<file path="src/design/csr_pkg.sv">
package csr_pkg;

    typedef logic [13:0] csr_addr_t;
    typedef logic [6:0]  ecode_t;

    // CSR numbers handled by the file
    localparam csr_addr_t CSR_CRMD   = 14'h0000;
    localparam csr_addr_t CSR_PRMD   = 14'h0001;
    localparam csr_addr_t CSR_ESTAT  = 14'h0005;
    localparam csr_addr_t CSR_ERA    = 14'h0006;
    localparam csr_addr_t CSR_BADV   = 14'h0007;
    localparam csr_addr_t CSR_EENTRY = 14'h000c;
    localparam csr_addr_t CSR_SAVE0  = 14'h0030;

    // Exceptions that also record BADV
    localparam ecode_t ECODE_ADEF = 7'h08; // Fetch address error
    localparam ecode_t ECODE_ALE  = 7'h09; // Misaligned load/store

    // CRMD layout; PRMD keeps pplv/pie at the same bits
    typedef struct packed {
        logic [28:0] rsvd;
        logic        ie;
        logic [1:0]  plv;
    } crmd_t;

    // ESTAT layout
    typedef struct packed {
        logic [8:0]  hi;
        ecode_t      ecode;    // Bits 22:16
        logic [15:0] lo;
    } estat_t;

endpackage

</file>
<file path="src/design/pipe_pkg.sv">
package pipe_pkg;

    import csr_pkg::*;

    // Exception info of one issue slot
    typedef struct packed {
        ecode_t      ecode;
        logic        exc;
        logic [31:0] badv;
        logic        badv_we;
        logic [31:0] pc;
    } slot_exc_t;

    // What EX hands over each cycle, held as is in MEM
    typedef struct packed {
        csr_addr_t   waddr;
        logic [31:0] wmask;
        logic [31:0] wdata;
        logic        ertn;
        slot_exc_t   slot_a;   // Older slot
        slot_exc_t   slot_b;
        logic        valid;
    } ex_csr_t;

    // Resolved MEM result, committed from WB
    typedef struct packed {
        csr_addr_t   waddr;
        logic [31:0] wmask;
        logic [31:0] wdata;
        logic        ertn;
        ecode_t      ecode;
        logic        exc;      // Exception entry, save CRMD
        logic [31:0] badv;
        logic        badv_we;
        logic [31:0] era;
        logic        flush;
        logic [31:0] flush_pc;
    } wb_csr_t;

endpackage

</file>
<file path="src/design/csr_pipe_reg.sv">
`timescale 1ns/1ps

module csr_pipe_reg import pipe_pkg::*; (
    input  logic    clk,
    input  logic    rst,
    input  logic    stall_dcache,
    input  logic    stall_div,
    input  logic    br_a,
    input  ex_csr_t ex_in,
    input  wb_csr_t mem_wb,
    output ex_csr_t mem_bundle,
    output wb_csr_t wb_bundle,
    output logic    wb_commit
);

    logic advance;
    logic wb_valid;
    logic kill_all;

    // Either stall source freezes both stages
    assign advance   = !stall_dcache && !stall_div;
    assign wb_commit = wb_valid && advance;

    // A flush leaving WB discards everything younger
    assign kill_all  = wb_commit && wb_bundle.flush;

    // EX -> MEM
    always_ff @(posedge clk) begin
        if (rst || kill_all) begin
            mem_bundle <= '0;
        end else if (advance) begin
            if (br_a) begin
                mem_bundle <= '0; // Slot A mispredicted
            end else begin
                mem_bundle <= ex_in;
            end
        end
    end

    // MEM -> WB
    always_ff @(posedge clk) begin
        if (rst || kill_all) begin
            wb_bundle <= '0;
            wb_valid  <= 1'b0;
        end else if (advance) begin
            wb_bundle <= mem_wb;
            wb_valid  <= mem_bundle.valid;
        end
    end

endmodule

</file>
<file path="src/design/csr_exc_select.sv">
`timescale 1ns/1ps

module csr_exc_select import pipe_pkg::*; (
    input  ex_csr_t     mem_bundle,
    input  logic [31:0] eentry,
    input  logic [31:0] era,
    output wb_csr_t     mem_wb
);

    slot_exc_t win;
    logic      exc_a;
    logic      exc_b;
    logic      any_exc;
    logic      do_ertn;
    logic      do_write;

    assign exc_a   = mem_bundle.valid && mem_bundle.slot_a.exc;
    assign exc_b   = mem_bundle.valid && mem_bundle.slot_b.exc;
    assign any_exc = exc_a || exc_b;

    // Older slot wins
    assign win = exc_a ? mem_bundle.slot_a : mem_bundle.slot_b;

    // An exception cancels the CSR write and ertn
    assign do_ertn  = mem_bundle.valid && mem_bundle.ertn && !any_exc;
    assign do_write = mem_bundle.valid && !any_exc && (mem_bundle.wmask != 32'h0);

    always_comb begin
        mem_wb       = '0;
        mem_wb.waddr = mem_bundle.waddr;
        mem_wb.wdata = mem_bundle.wdata;
        mem_wb.wmask = do_write ? mem_bundle.wmask : 32'h0;
        mem_wb.ertn  = do_ertn;

        if (any_exc) begin
            mem_wb.exc      = 1'b1;
            mem_wb.ecode    = win.ecode;
            mem_wb.era      = win.pc;
            mem_wb.badv     = win.badv;
            mem_wb.badv_we  = win.badv_we;
            mem_wb.flush    = 1'b1;
            mem_wb.flush_pc = eentry;
        end else if (do_ertn) begin
            mem_wb.flush    = 1'b1;
            mem_wb.flush_pc = era;
        end else if (do_write) begin
            // Refetch after the CSR instruction
            mem_wb.flush    = 1'b1;
            mem_wb.flush_pc = mem_bundle.slot_a.pc + 32'd4;
        end
    end

endmodule

</file>
<file path="src/design/csr_file.sv">
`timescale 1ns/1ps

module csr_file import csr_pkg::*, pipe_pkg::*; #(
    parameter logic [31:0] EENTRY_RESET = 32'h1c00_0000
) (
    input  logic        clk,
    input  logic        rst,
    input  wb_csr_t     wb_bundle,
    input  logic        wb_commit,
    input  csr_addr_t   csr_raddr,
    output logic [31:0] csr_rdata,
    output logic [31:0] eentry,
    output logic [31:0] era
);

    crmd_t       crmd;
    crmd_t       prmd;     // pplv/pie share CRMD bit positions
    estat_t      estat;
    logic [31:0] badv;
    logic [31:0] save0;
    logic [31:0] wmask;
    logic [31:0] wdata;

    assign wmask = wb_bundle.wmask;
    assign wdata = wb_bundle.wdata;

    function automatic logic [31:0] merge(
        input logic [31:0] old,
        input logic [31:0] mask,
        input logic [31:0] data
    );
        return (old & ~mask) | (data & mask);
    endfunction

    always_ff @(posedge clk) begin
        if (rst) begin
            crmd   <= '0;
            prmd   <= '0;
            estat  <= '0;
            era    <= 32'h0;
            badv   <= 32'h0;
            eentry <= EENTRY_RESET;
            save0  <= 32'h0;
        end else if (wb_commit) begin
            // Masked write, unlisted numbers fall through
            case (wb_bundle.waddr)
                CSR_CRMD:   crmd   <= merge(crmd, wmask, wdata);
                CSR_PRMD:   prmd   <= merge(prmd, wmask, wdata);
                CSR_ESTAT:  estat  <= merge(estat, wmask, wdata);
                CSR_ERA:    era    <= merge(era, wmask, wdata);
                CSR_BADV:   badv   <= merge(badv, wmask, wdata);
                CSR_EENTRY: eentry <= merge(eentry, wmask, wdata);
                CSR_SAVE0:  save0  <= merge(save0, wmask, wdata);
                default: ;
            endcase

            if (wb_bundle.exc) begin
                // Save state, drop to PLV0 with interrupts off
                prmd.plv    <= crmd.plv;
                prmd.ie     <= crmd.ie;
                crmd.plv    <= 2'b00;
                crmd.ie     <= 1'b0;
                estat.ecode <= wb_bundle.ecode;
                era         <= wb_bundle.era;
                if (wb_bundle.badv_we) begin
                    badv <= wb_bundle.badv;
                end
            end else if (wb_bundle.ertn) begin
                crmd.plv <= prmd.plv; // Restore, overrides a same-bundle write
                crmd.ie  <= prmd.ie;
            end
        end
    end

    always_comb begin
        case (csr_raddr)
            CSR_CRMD:   csr_rdata = crmd;
            CSR_PRMD:   csr_rdata = prmd;
            CSR_ESTAT:  csr_rdata = estat;
            CSR_ERA:    csr_rdata = era;
            CSR_BADV:   csr_rdata = badv;
            CSR_EENTRY: csr_rdata = eentry;
            CSR_SAVE0:  csr_rdata = save0;
            default:    csr_rdata = 32'h0;
        endcase
    end

endmodule

</file>
<file path="src/design/csr_unit_top.sv">
`timescale 1ns/1ps

module csr_unit_top import csr_pkg::*, pipe_pkg::*; #(
    parameter logic [31:0] EENTRY_RESET = 32'h1c00_0000
) (
    input  logic        clk,
    input  logic        rst,
    input  logic        stall_dcache,
    input  logic        stall_div,
    input  logic        br_a,
    input  ex_csr_t     ex_in,
    input  csr_addr_t   csr_raddr,
    output logic [31:0] csr_rdata,
    output logic        flush,
    output logic [31:0] flush_pc
);

    ex_csr_t     mem_bundle;
    wb_csr_t     mem_wb;
    wb_csr_t     wb_bundle;
    logic        wb_commit;
    logic [31:0] eentry;
    logic [31:0] era;

    csr_pipe_reg i_pipe_reg (
        .clk          (clk),
        .rst          (rst),
        .stall_dcache (stall_dcache),
        .stall_div    (stall_div),
        .br_a         (br_a),
        .ex_in        (ex_in),
        .mem_wb       (mem_wb),
        .mem_bundle   (mem_bundle),
        .wb_bundle    (wb_bundle),
        .wb_commit    (wb_commit)
    );

    csr_exc_select i_exc_select (
        .mem_bundle (mem_bundle),
        .eentry     (eentry),
        .era        (era),
        .mem_wb     (mem_wb)
    );

    csr_file #(
        .EENTRY_RESET (EENTRY_RESET)
    ) i_csr_file (
        .clk       (clk),
        .rst       (rst),
        .wb_bundle (wb_bundle),
        .wb_commit (wb_commit),
        .csr_raddr (csr_raddr),
        .csr_rdata (csr_rdata),
        .eentry    (eentry),
        .era       (era)
    );

    // Redirect only while the flushing bundle commits
    assign flush    = wb_commit && wb_bundle.flush;
    assign flush_pc = flush ? wb_bundle.flush_pc : 32'h0;

endmodule

</file>
<file path="config.mk">
export PLATFORM = sky130hd
export DESIGN_NAME = csr_unit_top
export DESIGN_NICKNAME = d
export VERILOG_FILES = /design/src/design/csr_pkg.sv /design/src/design/pipe_pkg.sv /design/src/design/csr_pipe_reg.sv /design/src/design/csr_exc_select.sv /design/src/design/csr_file.sv /design/src/design/csr_unit_top.sv
export SDC_FILE = /design/constraint.sdc
export NUM_CORES = 2
export LEC_CHECK = 0
export BUFFER_PORTS_ARGS = -buffer_cell sky130_fd_sc_hd__buf_4
export CORE_MARGIN = 8
export CORE_UTILIZATION = 35
export DETAILED_ROUTE_END_ITERATION = 10
export PLACE_DENSITY = 0.52
export SLEW_MARGIN = 20
export SYNTH_ARGS = -nofsm -noshare
export SYNTH_HDL_FRONTEND = slang
export SYNTH_HIERARCHICAL = 1
export SYNTH_SLANG_ARGS = --single-unit
</file>
<file path="constraint.sdc">
create_clock -name clk -period 5.3 [get_ports clk]
set_input_delay 0.265 -clock clk [delete_from_list [all_inputs] [get_ports clk]]
set_output_delay 0.265 -clock clk [all_outputs]
set_load 0.03 [all_outputs]
</file>
==> flow_summary_export.csv <==
group,metric,value,unit
floorplan,die_w,333,um
clock_network,cts_tree,"yes",
place,placed_cells,5201,
routing,wl_per_cell,27.0,um
setup_path,critPathArrivalTime,3.89,ns
timing,worst_pin_slew,1.25,ns
worst_hold_path,hold_path_class,"in -> reg",
layout,area_delta_synth_final,17.7,%
global_route,antenna_found_initial,3,
floorplan,rows,116,
synth,ys_seq_area_share,36.2,%
setup_path,cp_num_buf_inv,1,
global_route,overflow,0,
place,place_hpwl,97400,um
layout,final_core_util,41.5,%
synth,yosysMostFrequentCell,"dfxtp_1",
timing,max_freq,292,MHz
setup_path,slowest_delay,0.85,ns
clock_network,cts_num_sinks,636,
synth,ys_warn_count,6,
floorplan,pin_count,310,
pwr,pwr-share-comb,7.1,%
worst_hold_path,worstHoldStart,"ex_in[90]",
global_route,grt.total_usage,25.2,%
setup_path,cp_slowest_cell,"o21ai_2",
timing,relSlewSlack,15.9,%
global_route,grt_pass1_wl,220000,um
routing,vias,33600,
pwr,power.density,273,nW/um^2
layout,final_cells,5493,
setup_path,cp-startpoint,"i_pipe_reg/mem_bundle[139]$_SDFFE_PP0P_",
timing,final-hold-violation-count,0,
synth,synth_edf_count,0,
place,pre_cts_slack,1.92,ns
synth,synth_common_cells,"dfxtp_1 (636), o21ai_0 (476), a211oi_1 (432)",
clock_network,cts_hold_buf,147,
timing,drv_slew,0,
synth,syn_area_per_cell,8.56,um^2
timing,tns,0,ns
timing,timing.final.crit_share,64.5,%
pwr,cellLeakagePower,13.0,nW
floorplan,core,99900,um^2
synth,ys_async_sr_fraction,0,%
synth,synthFlopType,"dfxtp_1",
timing,whs,0.0283,ns
setup_path,crit_path_cell_trace,"o21ai_2 > inv_2 > a22oi_1 > o21ai_0 > or3b_1 > a211oi_1",
setup_path,worst_setup_path_end_kind,"flip-flop",
synth,synth_cells,4109,
setup_path,critPathRequiredTime,5.77,ns
pwr,intPower,8.51,mW
clock_network,clk_path_buf_depth,3,
pwr,power.share.sequential,43.4,%
synth,ys_top_cells_by_area,"dfxtp_1 (36%), a211oi_1 (9.2%), o21ai_0 (6.8%), or4b_1 (6.4%), clkbuf_1 (4.6%)",
clock_network,clk_latency,0.64,ns
global_route,first_global_vias,31900,
floorplan,start_util,35.2,%
clock_network,clk_pin_slew,0.06,ns
pwr,switchingPower,2.79,mW
setup_path,setup.worst_path.class,"reg -> reg",
clock_network,cts_max_level,3,
setup_path,worstPathMaxFanout,74,
routing,drt_pass1_iterations,5,
synth,synth_top_area_share,36.2,%
pwr,p_clk_share,49.6,%
layout,drive_above_1_share,16.5,%
pwr,peakVddDrop,0.000209,V
clock_network,cts_root_buffer,"clkbuf_16",
floorplan,die_h,333,um
layout,fin_nets,4377,
synth,netlist_area,35200,um^2
flow_run,cap_violations,0,
setup_path,rrSetupSlack,1.88,ns
timing,setup_viol,0,
clock_network,post_cts_buffers,0,
synth,synth_top_cell_by_area,"dfxtp_1",
synth,synth_nets,4355,
routing,drc,0,
setup_path,r2r-start,"i_pipe_reg/mem_bundle[139]$_SDFFE_PP0P_",
synth,ys_types,71,
setup_path,crit_family,"compound AO/OA/AOI/OAI gates",
place,numPortBuffers,309,
synth,synth_seq_cells,636,
floorplan,dieArea,111000,um^2
timing,setup_slack,1.88,ns
place,place_congestion,0.932,
timing,period_minus_slack,3.42,ns
routing,drt_iter0_drc,3741,
clock_network,cts_inserted_buffers,79,
timing,grt_setup_unrepaired,"false",
routing,via_per_inst,6.12,
global_route,grt_max_degree,256,
routing,ant_nets,0,
clock_network,post_cts_resized,0,
routing,routed_wl,148000,um
timing,finClkSkew,0.0292,ns
status,status,"completed",
pwr,switching_share,24.7,%
setup_path,startpoint_type,"flip-flop",
-- worst reg2reg max path: stages, from the launching register on --
cell and delay, ns:
dfxtp_4 0.53, o21ai_2 0.89, inv_2 0.58, a22oi_1 0.80, o21ai_0 0.18, or3b_1 0.23
a211oi_1 0.07
-- power by group through the flow --
stage	Combinational (mW)	Clock [mW]	Sequential, mW
3_5_place_dp	0.707	0	5.00
3_3_place_gp	0.706	0	5.00
2_1_floorplan	0.446	0	4.97
4_1_cts	0.797	5.71	4.90
5_1_grt	0.856	5.91	4.90
6_report	0.797	5.60	4.90
-- path summary, 6_finish.rpt --
kind                                                          endpoint  cells past startpoint
worst min-delay path            i_pipe_reg/mem_bundle[90]$_SDFFE_PP0P_                      3
worst max register to register   i_pipe_reg/wb_bundle[23]$_SDFFE_PP0P_                      6
worst min register to register                               flip-flop                      2
worst max-delay path             i_pipe_reg/wb_bundle[23]$_SDFFE_PP0P_                      6
-- routing by layer --
metal	routed length [um]	vias to the layer above	global-route usage, %
met5	0	-	0
met4	7330	0	10.9
met3	10800	266	4.87
met2	65900	1268	38.7
met1	64300	16400	34.4
li1	-	15700	-
-- per-stage QoR --
step	total power, mW	instance area (um^2)
2_1_floorplan	5.41	35200
3_3_place_gp	5.71	37300
3_5_place_dp	5.71	37300
4_1_cts	11.4	41400
5_1_grt	11.7	41400
6_report	11.3	41400
-- logic make-up after synthesis --
kind of cell | after synthesis | share of synthesized area, %
compound gates | 1455 | 27.9
simple gates | 1214 | 23.5
fa+ha+maj | 1 | 0.0356
buf+inv | 644 | 7.96
mux | 132 | 3.80
xor+xnor | 27 | 0.672
flops | 636 | 36.2
-- final cells by class --
type	instances	area, um^2
flip-flops and latches	636	12700
multi-input cells	2829	19700
clock inverters	18	193
inverters	60	225
repair buffers	525	4440
fillers	9966	58400
clock buffers	126	2480
diodes	1	2.50
well taps	1298	1620
-- layout by cell type, fill, tap and decap left out, types with 58 or more instances in the layout --
cell,count
a21oi_1,134
dfxtp_1,631
buf_4,365
mux2i_1,120
or4b_1,226
o21ai_0,476
inv_1,58
clkbuf_16,84
o31ai_1,106
and2_1,107
nand2b_1,81
a211oi_1,432
dlygate4sd3_1,147
nor2_1,65
nand4_1,149
a32o_1,58
or3b_1,126
or3b_2,61
nand2_1,237
Note: power is estimated with default switching activity, not from simulation.
